### src/hw/signalGen_cfg.svh
// Fixed constants of the tone generator, shared by the package and the datapath
// Include wherever a phase, step or reset constant is needed
`ifndef SIGNALGEN_CFG_SVH
`define SIGNALGEN_CFG_SVH

// One period of phase equals one second of 32 kHz clock ticks
`define PHASE_MODULUS 32000

// 32000 / 250 gives 128 steps per period
`define PHASE_PER_STEP 250
`define STEP_COUNT 128

// Register map on the Wishbone side
`define ADDR_FREQUENCY 2'd0
`define ADDR_AMPLITUDE 2'd1
`define ADDR_CONTROL 2'd2
`define ADDR_PERIODS 2'd3

// Settings after reset
`define RESET_AMPLITUDE 255 // Full scale
`define RESET_FREQUENCY 1000 // Hz

`endif
### src/hw/signalGenPkg.sv
// Types shared by the register block and the datapath of the tone generator
// Bus requests and responses and the control word travel as packed structs
`default_nettype none
`include "signalGen_cfg.svh"

package signalGenPkg;

	typedef enum logic [1:0] {
		SHAPE_TRIANGLE,
		SHAPE_SQUARE,
		SHAPE_SAWTOOTH,
		SHAPE_SILENT
	} waveShape;

	typedef enum logic [1:0] {
		REG_FREQUENCY = `ADDR_FREQUENCY,
		REG_AMPLITUDE = `ADDR_AMPLITUDE,
		REG_CONTROL   = `ADDR_CONTROL,
		REG_PERIODS   = `ADDR_PERIODS // Read-only
	} regAddr;

	// Master to slave, held stable until ack
	typedef struct packed {
		logic        cyc;
		logic        stb;
		logic        we;
		regAddr      adr;
		logic [15:0] dat;
	} wbRequest;

	typedef struct packed {
		logic        ack;
		logic [15:0] dat; // Valid while ack is high
	} wbResponse;

	// Settings that steer the datapath
	typedef struct packed {
		logic        enable;
		waveShape    shape;
		logic [13:0] frequency; // Hz, one phase unit per tick
		logic [7:0]  amplitude;
	} genControl;

endpackage

`default_nettype wire

### src/hw/signalGenTop.sv
// Top level of the programmable tone generator
// Register block on the Wishbone side steers the phase, shape and scale datapath
`default_nettype none

module signalGenTop (
	input  logic                    CLK_32KHz,
	input  logic                    reset_n,
	input  signalGenPkg::wbRequest  wbIn,
	output signalGenPkg::wbResponse wbOut,
	output logic [7:0]              outputSample,
	output logic                    periodStart // One cycle per wrap
);

	signalGenPkg::genControl control;
	logic [6:0]              stepIndex;
	logic [7:0]              shapedSample;

	signalRegs signalRegs_i (
		.CLK_32KHz (CLK_32KHz),
		.reset_n   (reset_n),
		.wbIn      (wbIn),
		.wrapPulse (periodStart), // Counted as completed periods
		.wbOut     (wbOut),
		.control   (control)
	);

	phaseAccumulator phaseAccumulator_i (
		.CLK_32KHz (CLK_32KHz),
		.reset_n   (reset_n),
		.control   (control),
		.stepIndex (stepIndex),
		.wrapPulse (periodStart)
	);

	// Combinational lookup between the phase and output registers
	waveShaper waveShaper_i (
		.stepIndex    (stepIndex),
		.control      (control),
		.shapedSample (shapedSample)
	);

	amplitudeScaler amplitudeScaler_i (
		.CLK_32KHz    (CLK_32KHz),
		.reset_n      (reset_n),
		.shapedSample (shapedSample),
		.control      (control),
		.outputSample (outputSample)
	);

endmodule

`default_nettype wire

### src/hw/amplitudeScaler.sv
// Output stage of the tone generator
// Registers the shaped sample scaled by the amplitude with rounding
`default_nettype none

module amplitudeScaler (
	input  logic                    CLK_32KHz,
	input  logic                    reset_n,
	input  logic [7:0]              shapedSample,
	input  signalGenPkg::genControl control,
	output logic [7:0]              outputSample
);

	logic [15:0] product; // Largest value 255*255 + 127 still fits
	logic [7:0]  scaled;

	assign product = 16'(shapedSample) * 16'(control.amplitude) + 16'd127;
	assign scaled = 8'(product / 16'd255); // Round to nearest

	always_ff @(posedge CLK_32KHz, negedge reset_n) begin
		if (!reset_n) begin
			outputSample <= 8'h00;
		end else if (!control.enable) begin
			outputSample <= 8'h00; // Quiet while stopped
		end else begin
			outputSample <= scaled;
		end
	end

	silentWhenDisabled: assert property (
		@(posedge CLK_32KHz) disable iff (!reset_n)
		!control.enable |=> (outputSample == 8'h00)
	) else $error("amplitudeScaler: output not silent after disable");

endmodule

`default_nettype wire

### src/hw/waveShaper.sv
// Turns the step index into an 8-bit sample for the selected waveform
// Purely combinational, the amplitude scaler registers the result
`default_nettype none
`include "signalGen_cfg.svh"

module waveShaper (
	input  logic [6:0]              stepIndex,
	input  signalGenPkg::genControl control,
	output logic [7:0]              shapedSample
);

	localparam logic [6:0] halfStep = 7'(`STEP_COUNT / 2); // Index of the triangle peak

	logic [6:0] mirrorIndex; // Steps left until the period ends

	assign mirrorIndex = 7'(`STEP_COUNT - stepIndex);

	always_comb begin
		case (control.shape)
			signalGenPkg::SHAPE_TRIANGLE: begin
				if (stepIndex < halfStep) begin
					shapedSample = {stepIndex[5:0], 2'b00}; // Rising edge, 4 per step
				end else if (stepIndex == halfStep) begin
					shapedSample = 8'hFF; // Peak clipped to full scale
				end else begin
					shapedSample = {mirrorIndex[5:0], 2'b00};
				end
			end
			signalGenPkg::SHAPE_SQUARE: begin
				// High for the first half period
				if (stepIndex < halfStep) begin
					shapedSample = 8'hFF;
				end else begin
					shapedSample = 8'h00;
				end
			end
			signalGenPkg::SHAPE_SAWTOOTH: begin
				shapedSample = {stepIndex, 1'b0}; // Ramps to 254 then drops
			end
			default: begin
				shapedSample = 8'h00; // Silent
			end
		endcase
	end

endmodule

`default_nettype wire

### src/hw/phaseAccumulator.sv
// Phase accumulator of the tone generator, adds the frequency word every tick
// Wraps modulo the phase modulus and flags each wrap with a one-cycle pulse
`default_nettype none
`include "signalGen_cfg.svh"

module phaseAccumulator (
	input  logic                    CLK_32KHz,
	input  logic                    reset_n,
	input  signalGenPkg::genControl control,
	output logic [6:0]              stepIndex,
	output logic                    wrapPulse
);

	logic [14:0] phase;    // Always below the modulus
	logic [15:0] phaseSum; // Room for the overshoot before the wrap
	logic        wraps;

	assign phaseSum = {1'b0, phase} + {2'b00, control.frequency};
	assign wraps = phaseSum >= 16'(`PHASE_MODULUS);

	always_ff @(posedge CLK_32KHz, negedge reset_n) begin
		if (!reset_n) begin
			phase <= '0;
			wrapPulse <= 1'b0;
		end else if (!control.enable) begin
			phase <= '0; // Parked at the start of a period
			wrapPulse <= 1'b0;
		end else if (wraps) begin
			// Keep the overshoot so the long-run frequency stays exact
			phase <= 15'(phaseSum - 16'(`PHASE_MODULUS));
			wrapPulse <= 1'b1;
		end else begin
			phase <= phaseSum[14:0];
			wrapPulse <= 1'b0;
		end
	end

	// 250 phase units per step, 128 steps per period
	assign stepIndex = 7'(phase / 15'(`PHASE_PER_STEP));

	// The index division relies on this bound to stay within the table
	phaseInRange: assert property (
		@(posedge CLK_32KHz) disable iff (!reset_n)
		phase < 15'(`PHASE_MODULUS)
	) else $error("phaseAccumulator: phase %0d out of range", phase);

endmodule

`default_nettype wire

### src/hw/signalRegs.sv
// Wishbone classic slave holding the generator settings
// Also counts completed periods from the phase accumulator, saturating at all ones
`default_nettype none
`include "signalGen_cfg.svh"

module signalRegs (
	input  logic                    CLK_32KHz,
	input  logic                    reset_n,
	input  signalGenPkg::wbRequest  wbIn,
	input  logic                    wrapPulse,
	output signalGenPkg::wbResponse wbOut,
	output signalGenPkg::genControl control
);

	logic        ackReg;
	logic [15:0] readData;
	logic [15:0] periodCount;
	logic        accessStart; // First cycle of a transfer
	logic        writeStart;
	logic        clearPeriods;

	assign accessStart = wbIn.cyc && wbIn.stb && !ackReg;
	assign writeStart = accessStart && wbIn.we;

	// Turning the generator off restarts the period count
	assign clearPeriods = writeStart && (wbIn.adr == signalGenPkg::REG_CONTROL)
		&& !wbIn.dat[0];

	// Ack for one cycle, then drop even if stb stays high
	always_ff @(posedge CLK_32KHz, negedge reset_n) begin
		if (!reset_n) begin
			ackReg <= 1'b0;
		end else begin
			ackReg <= accessStart;
		end
	end

	always_ff @(posedge CLK_32KHz, negedge reset_n) begin
		if (!reset_n) begin
			control.enable <= 1'b0;
			control.shape <= signalGenPkg::SHAPE_TRIANGLE;
			control.frequency <= 14'(`RESET_FREQUENCY);
			control.amplitude <= 8'(`RESET_AMPLITUDE);
		end else if (writeStart) begin
			case (wbIn.adr)
				signalGenPkg::REG_FREQUENCY: begin
					control.frequency <= wbIn.dat[13:0];
				end
				signalGenPkg::REG_AMPLITUDE: begin
					control.amplitude <= wbIn.dat[7:0];
				end
				signalGenPkg::REG_CONTROL: begin
					control.enable <= wbIn.dat[0];
					control.shape <= signalGenPkg::waveShape'(wbIn.dat[2:1]);
				end
				default: begin
					// Period counter ignores writes, ack still given
				end
			endcase
		end
	end

	always_ff @(posedge CLK_32KHz, negedge reset_n) begin
		if (!reset_n) begin
			periodCount <= '0;
		end else if (clearPeriods) begin
			periodCount <= '0;
		end else if (wrapPulse && (periodCount != 16'hFFFF)) begin
			periodCount <= periodCount + 16'd1; // Sticks at the top
		end
	end

	// Read data captured on the ack edge
	always_ff @(posedge CLK_32KHz) begin
		if (accessStart) begin
			case (wbIn.adr)
				signalGenPkg::REG_FREQUENCY: readData <= {2'b00, control.frequency};
				signalGenPkg::REG_AMPLITUDE: readData <= {8'h00, control.amplitude};
				signalGenPkg::REG_CONTROL: begin
					readData <= {13'h0000, control.shape, control.enable};
				end
				default: readData <= periodCount;
			endcase
		end
	end

	assign wbOut.ack = ackReg;
	assign wbOut.dat = readData;

	// Single transfers only, so a second ack needs a fresh cycle in between
	ackNeverBackToBack: assert property (
		@(posedge CLK_32KHz) disable iff (!reset_n)
		wbOut.ack |=> !wbOut.ack
	) else $error("signalRegs: ack high on two consecutive cycles");

endmodule

`default_nettype wire

### config.mk
export PLATFORM = sky130hd
export DESIGN_NAME = signalGenTop
export DESIGN_NICKNAME = d
export VERILOG_FILES = /design/src/hw/signalGenPkg.sv /design/src/hw/signalGenTop.sv /design/src/hw/amplitudeScaler.sv /design/src/hw/waveShaper.sv /design/src/hw/phaseAccumulator.sv /design/src/hw/signalRegs.sv
export VERILOG_INCLUDE_DIRS = /design/src /design/src/hw
export SDC_FILE = /design/constraint.sdc
export NUM_CORES = 1
export LEC_CHECK = 0
export ABC_AREA = 1
export BUFFER_PORTS_ARGS = -buffer_cell sky130_fd_sc_hd__buf_4
export CORE_ASPECT_RATIO = 1.25
export CORE_MARGIN = 1
export CORE_UTILIZATION = 25
export DETAILED_ROUTE_END_ITERATION = 10
export PLACE_DENSITY = 0.37
export SLEW_MARGIN = 10
export SYNTH_ARGS = -nofsm -noshare
export SYNTH_HDL_FRONTEND = slang
export SYNTH_HIERARCHICAL = 1
export SYNTH_SLANG_ARGS = --single-unit
export TNS_END_PERCENT = 50
### constraint.sdc
create_clock -name CLK_32KHz -period 12.32 [get_ports CLK_32KHz]
set_clock_uncertainty 0.2 [all_clocks]
set_input_delay 1.848 -clock CLK_32KHz [delete_from_list [all_inputs] [get_ports CLK_32KHz]]
set_output_delay 1.848 -clock CLK_32KHz [all_outputs]
set_load 0.01 [all_outputs]
### Word-level counts from Yosys, hierarchy flattened

Index checks and enable logic that the tools add are counted.
Widths: inputs -> output; s select.

* input port bits: 23
* register bits: 82

* $lt $le $gt $ge: 2
* divide/modulo/power cells: 2
* $add $sub $neg: 5
* reduce and logical (&&, ||, !) cells: 14
* equal/unequal tests: 6
* multiplexer cells: 12
* $mul: 1

Operator list (number)
* $pmux 16 s3: 1
* $mux 16: 2
* $mux 8: 4
* $mux 15: 2
* $pmux 8 s3: 1
* $add 15x14->16: 1
* $add 16x1->16 const B: 1
* $add 16x7->16 const B: 1
* $div 16x8->16 const B: 1
* $ge 16x15->1 const B: 1
* $mul 8x8->16: 1
* $ne 16x16->1 const B: 1
* $div 15x8->15 const B: 1
* $sub 15x15->15 const B: 1
* $eq 7x7->1 const B: 1
* $lt 7x7->1 const B: 1
* $logic_and 1x1->1: 6
* $reduce_and 2->1: 3
* $sub 1x6->6 const A: 1
* $eq 2x1->1 const B: 2
* $eq 2x2->1 const B: 2
* $logic_not 2->1: 2
* $logic_not 1->1: 2
* $mux 1: 2
* $reduce_bool 2->1: 1

### Depth between registers and ports, before layout

* word-level depth: 9
* gate-level depth with buffers: 115
* gate-level depth less buffers: 113

### By module

Netlist, hierarchy kept.

Modules (own cells, without submodules)
* amplitudeScaler: sequential area each 200.2 um2, cells each 823, area an instance 4963.5 um2, instances 1
* signalRegs: sequential area each 1549.0 um2, cells each 313, area an instance 2768.9 um2, instances 1
* phaseAccumulator: sequential area each 400.4 um2, cells each 415, area an instance 2572.5 um2, instances 1
* waveShaper: sequential area each 0.0 um2, cells each 62, area an instance 290.3 um2, instances 1

### Worst setup path after synthesis

No wires, ideal clock.

* path kind: register -> register
* start: register phaseAccumulator_i.phase[8]
* end: register amplitudeScaler_i.outputSample[0]
* arrival: 11.907 ns
* stages on the path, launching flop included: 102
* period minus slack after synthesis: 12.231 ns
* path slack: 0.089 ns
* path buffers: 2
* cells stage by stage: dfrtp_1 nor2_1 nor2_1 nand2_2 buf_6 nand3_1 nor2_1 nand3_2 a21oi_1 nor2_2 nor2_4 nand3_2 nand2_2 nand2_1 nand2_1 inv_1 nand2_2 inv_2 [66 not listed] nand2_4 nand2_1 nand3_2 nor2_2 nand3_4 nand2_4 nand2_1 nand2_1 inv_1 ha_1 nand3_1 nor2_1 a21oi_1 nand3_1 nand3_1 nor2_1 nor2_1 nor2_1

* word-level cells in the longest chain between the ends: 9
* elaborated cells on any way between the ends: 12

Ends and longest elaborated chain
* start, declared: line phaseAccumulator.sv:14 `logic [14:0] phase;`
* start signal, assigned: line phaseAccumulator.sv:30 `` phase <= 15'(phaseSum - 16'(`PHASE_MODULUS)); ``
* start signal, assigned: line phaseAccumulator.sv:33 `phase <= phaseSum[14:0];`
* $div 15x8->15 *: line phaseAccumulator.sv:39 `` assign stepIndex = 7'(phase / 15'(`PHASE_PER_STEP)); ``
* net stepIndex[5]: line signalGenTop.sv:15 `logic [6:0] stepIndex;`
* parallel branches: the longest is 3 deep, another holds $lt 7x7->1
* $pmux 8 s3 *: line waveShaper.sv:19 `case (control.shape)`
* net shapedSample[0]: line signalGenTop.sv:16 `logic [7:0] shapedSample;`
* $mul 8x8->16 *: line amplitudeScaler.sv:16 `assign product = 16'(shapedSample) * 16'(control.amplitude) + 16'd127;`
* $add 16x7->16 *: line amplitudeScaler.sv:16
* $div 16x8->16 *: line amplitudeScaler.sv:17 `assign scaled = 8'(product / 16'd255);`
* $mux 8 *: line amplitudeScaler.sv:22 `end else if (!control.enable) begin`
* end signal, assigned: line amplitudeScaler.sv:25 `outputSample <= scaled;`
* end, declared: line amplitudeScaler.sv:10 `output logic [7:0] outputSample`

Mark *: on every way through the listed nets, which the timed path passes.
A chain may end at the register's enable or synchronous reset.

### Final worst setup path

* start: register phaseAccumulator_i.phase[9]
* end: register amplitudeScaler_i.outputSample[0]

Same word-level chain as after synthesis.

==> flow_summary_export.csv <==
group,metric,value,unit
status,status,"finished, violations left",
status,violations,"setup timing",
grt,grt_pass1_vias,11100,
sta,setup_violations,2,
clock_tree,clock-sinks,82,
place,hpwl,25000,microns
critical_path,r2r_start,"phaseAccumulator_i/phase[9]",
clock_tree,hold_buffers,0,
detailed_routing,drcViolationCount,0,
logic_synthesis,synth_fp_nets,1733,
logic_synthesis,synth_compound_area_frac,0.0922,
critical_path,ff2ff_path_depth,94,
detailed_routing,drt_first_iter_violations,380,
logic_synthesis,synthAdderAreaFrac,0.145,
logic_synthesis,ys_top_cells_by_area,"nand2_1, dfrtp_1, inv_1",
logic_synthesis,synthFlopType,"dfrtp_1",
sta,rsz0062_at_grt,"true",
logic_synthesis,synthesis.area,10600,sq um
detailed_routing,met2_length,16800,microns
logic_synthesis,avgSynthCellArea,6.57,sq um
sta,period_share,1.03,
place,portBuffers,46,
floorplanning,start_util,0.256,
grt,grt_pass1_wl,52400,microns
cells_and_area,antennaDiodeCount,0,
detailed_routing,viasPerCell,4.33,
grt,grt_use_total,0.151,
logic_synthesis,synth.area.mux_share,0.00638,
critical_path,crit_arrival,12670,ps
clock_tree,clock_path_buffers,2,
logic_synthesis,synth_top_family_by_area,"simple AND/OR/NAND/NOR gates",
worst_hold_path,hold_path_end,"signalRegs_i/control[10]",
grt,grt_max_degree,55,
critical_path,endpoint_kind,"register",
cells_and_area,drive_above_1_share,0.360,
detailed_routing,via_count,10700,
logic_synthesis,synth_edf_count,16,
logic_synthesis,synth-async-reset-ratio,0.805,
grt,grt_antenna_before_repair,0,
floorplanning,io_pins,49,
clock_tree,clock_tree.root_cell,"clkbuf_16",
logic_synthesis,ys_types,57,
floorplanning,core,41400,sq um
sta,hold_viol,0,
detailed_routing,top_layer_used,"met4",
detailed_routing,wl_met3,753,microns
logic_synthesis,yosys.area_share.simple,0.400,
critical_path,cp.required,12350,ps
floorplanning,chipWidth,186,microns
critical_path,slowest_stage,"fa_1",
cells_and_area,fillers,4489,
logic_synthesis,ys_ff_latch,82,
logic_synthesis,synth_xor_area_frac,0.0299,
clock_tree,clk_latency,370,ps
sta,worst_pin_slew,1020,ps
logic_synthesis,synth_largest_area_cell,"nand2_1",
floorplanning,die-area,43200,sq um
clock_tree,clk_pin_slew,80,ps
sta,worst_slack,-319,ps
critical_path,crit_type,"reg -> reg",
sta,slew_violations,0,
logic_synthesis,netlist.area_leader.share,0.169,
clock_tree,cts_tree,"done",
logic_synthesis,ys_warn_count,6,
clock_tree,cts_buffers,9,
worst_hold_path,holdPathStages,2,
detailed_routing,drt_first_pass_iters,4,
detailed_routing,wl_per_cell,12.5,microns
sta,tns,-539,ps
run,drv_cap,0,
sta,max_freq,79.1,MHz
critical_path,cpPeakStageDelay,550,ps
grt,overflow,0,
cells_and_area,syn_to_final_growth,42.1,%
place,gp_congestion,0.795,
logic_synthesis,ys_seq_area_frac,0.203,
cells_and_area,finalNetCount,2037,
critical_path,path_max_fanout,8,
sta,slew_headroom,0.316,
detailed_routing,m1WireLength,12700,microns
worst_hold_path,min_from,"signalRegs_i/control[10]",
detailed_routing,ant_nets,0,
critical_path,regToRegSetupSlack,-320,ps
logic_synthesis,synthesis.instances,1613,
floorplanning,rows,83,
sta,min_period,12640,ps
floorplanning,dieHeight,232,microns
worst_hold_path,worstHoldPathType,"reg -> reg",
detailed_routing,wirelength,30900,microns
critical_path,startpoint_type,"register",
critical_path,cpMostUsedCell,"nand2_1",
critical_path,reg2reg_to,"amplitudeScaler_i/outputSample[0]",
clock_tree,htreeDepth,3,
worst max-delay path by stage:
stage	cells after the start	from	to
after global placement	95	phaseAccumulator_i/phase[9]	amplitudeScaler_i/outputSample[0]
final	94	phaseAccumulator_i/phase[9]	amplitudeScaler_i/outputSample[0]
after global routing	98	phaseAccumulator_i/phase[9]	amplitudeScaler_i/outputSample[0]
after floorplan	101	phaseAccumulator_i/phase[8]	amplitudeScaler_i/outputSample[0]
after detailed placement	94	phaseAccumulator_i/phase[9]	amplitudeScaler_i/outputSample[0]
after CTS	103	phaseAccumulator_i/phase[9]	amplitudeScaler_i/outputSample[0]
per-layer routing:
layer  vias up  GRT usage
met4         0     0.0461
met3        21     0.0213
met2        79      0.295
met5         -          0
met1      4931      0.165
li1       5686          -
flip-flops by register name (all words and copies together), names as in the netlist:
| register | flops |
|---|---|
| phaseAccumulator_i/phase | 15 |
| signalRegs_i/ackReg | 1 |
| signalRegs_i/readData | 16 |
| signalRegs_i/periodCount | 16 |
| amplitudeScaler_i/outputSample | 8 |
| signalRegs_i/control | 25 |
| phaseAccumulator_i/wrapPulse | 1 |
cell families after synthesis:
logic type,after synthesis
flip-flops,82
adder cells (fa/ha/maj),97
AND/OR/NAND/NOR,892
XOR/XNOR,34
multiplexers,6
AO/OA/AOI/OAI,161
buffers and inverters,341
through the flow:
| stage | utilization | hold slack [ps] | cells | cell area (sq um) | setup WS, ps |
|---|---|---|---|---|---|
| floorplan | - | 272 | 1613 | 10600 | 88.5 |
| global placement | 0.319 | 321 | 2410 | 13200 | -1250 |
| detailed placement | 0.319 | 322 | 2410 | 13200 | -1240 |
| CTS | 0.352 | 342 | 2464 | 14600 | -494 |
| global route | 0.363 | 395 | 2474 | 15100 | -1390 |
| finish | 0.363 | 334 | 2474 | 15100 | -319 |
Yosys cell counts, types with 3 or more instances:
| cell type | n |
|---|---|
| o21bai_4 | 3 |
| nand3_4 | 7 |
| inv_2 | 23 |
| nor2_4 | 11 |
| ha_1 | 54 |
| o21ai_1 | 13 |
| nor2_2 | 16 |
| clkbuf_1 | 21 |
| nand3_2 | 16 |
| inv_1 | 286 |
| dfstp_2 | 14 |
| nor2_1 | 109 |
| nor3_1 | 7 |
| o21bai_1 | 7 |
| nand2_4 | 12 |
| o21ai_2 | 3 |
| nand2_1 | 477 |
| nand2_2 | 39 |
| nand4_1 | 32 |
| o21ai_0 | 70 |
| dfrtp_1 | 52 |
| buf_2 | 5 |
| fa_1 | 43 |
| nand3_1 | 150 |
| edfxtp_1 | 16 |
| clkinv_1 | 3 |
| o211ai_1 | 14 |
| a21oi_1 | 36 |
| xor2_1 | 31 |
| mux2_2 | 4 |
worst max-delay path: cells and delay by family, from the launching register on:
kind            cells  cell delay [ps]
buf+inv            17             1920
flops               1              400
compound gates     10             1480
fa+ha+maj           5             2340
simple gates       62             6100
placed cells by master (no fill, tap or decap), types with 10 or more instances in the layout:
cell type	n
o21ai_1	10
inv_1	274
nand2_2	80
nor2_4	38
nor2_1	77
nor2_2	21
nand3_4	25
buf_6	10
inv_2	32
nand2_4	32
edfxtp_1	16
buf_4	311
nand2_1	414
o21ai_2	14
xor2_1	30
o21ai_0	60
dfrtp_1	52
ha_1	45
fa_1	43
nand3_1	110
nand4_1	32
o211ai_1	14
dfstp_2	14
a21oi_1	25
nand3_2	38
cell type report:
| class | instances | area (sq um) | area share |
|---|---|---|---|
| sequential | 82 | 2150 | 0.143 |
| inverter | 312 | 1180 | 0.0783 |
| timing repair buffer | 322 | 2470 | 0.164 |
| clock buffer | 9 | 225 | 0.0150 |
| tap | 552 | 691 | 0.0459 |
| multi-input combinational | 1190 | 8280 | 0.550 |
| clock inverter | 7 | 70.1 | 0.00465 |
timing repair:
item / in CTS / in global routing
setup buffers: 39 / 10
pin swaps: 115 / 81
endpoints found under the setup margin: 3 / 4
resized for setup: 184 / 107
cloned: 0 / 0
Power is left out: the tool's default activity adds up to more than one toggle a clock period on the data nets, which glitch-free logic cannot reach.
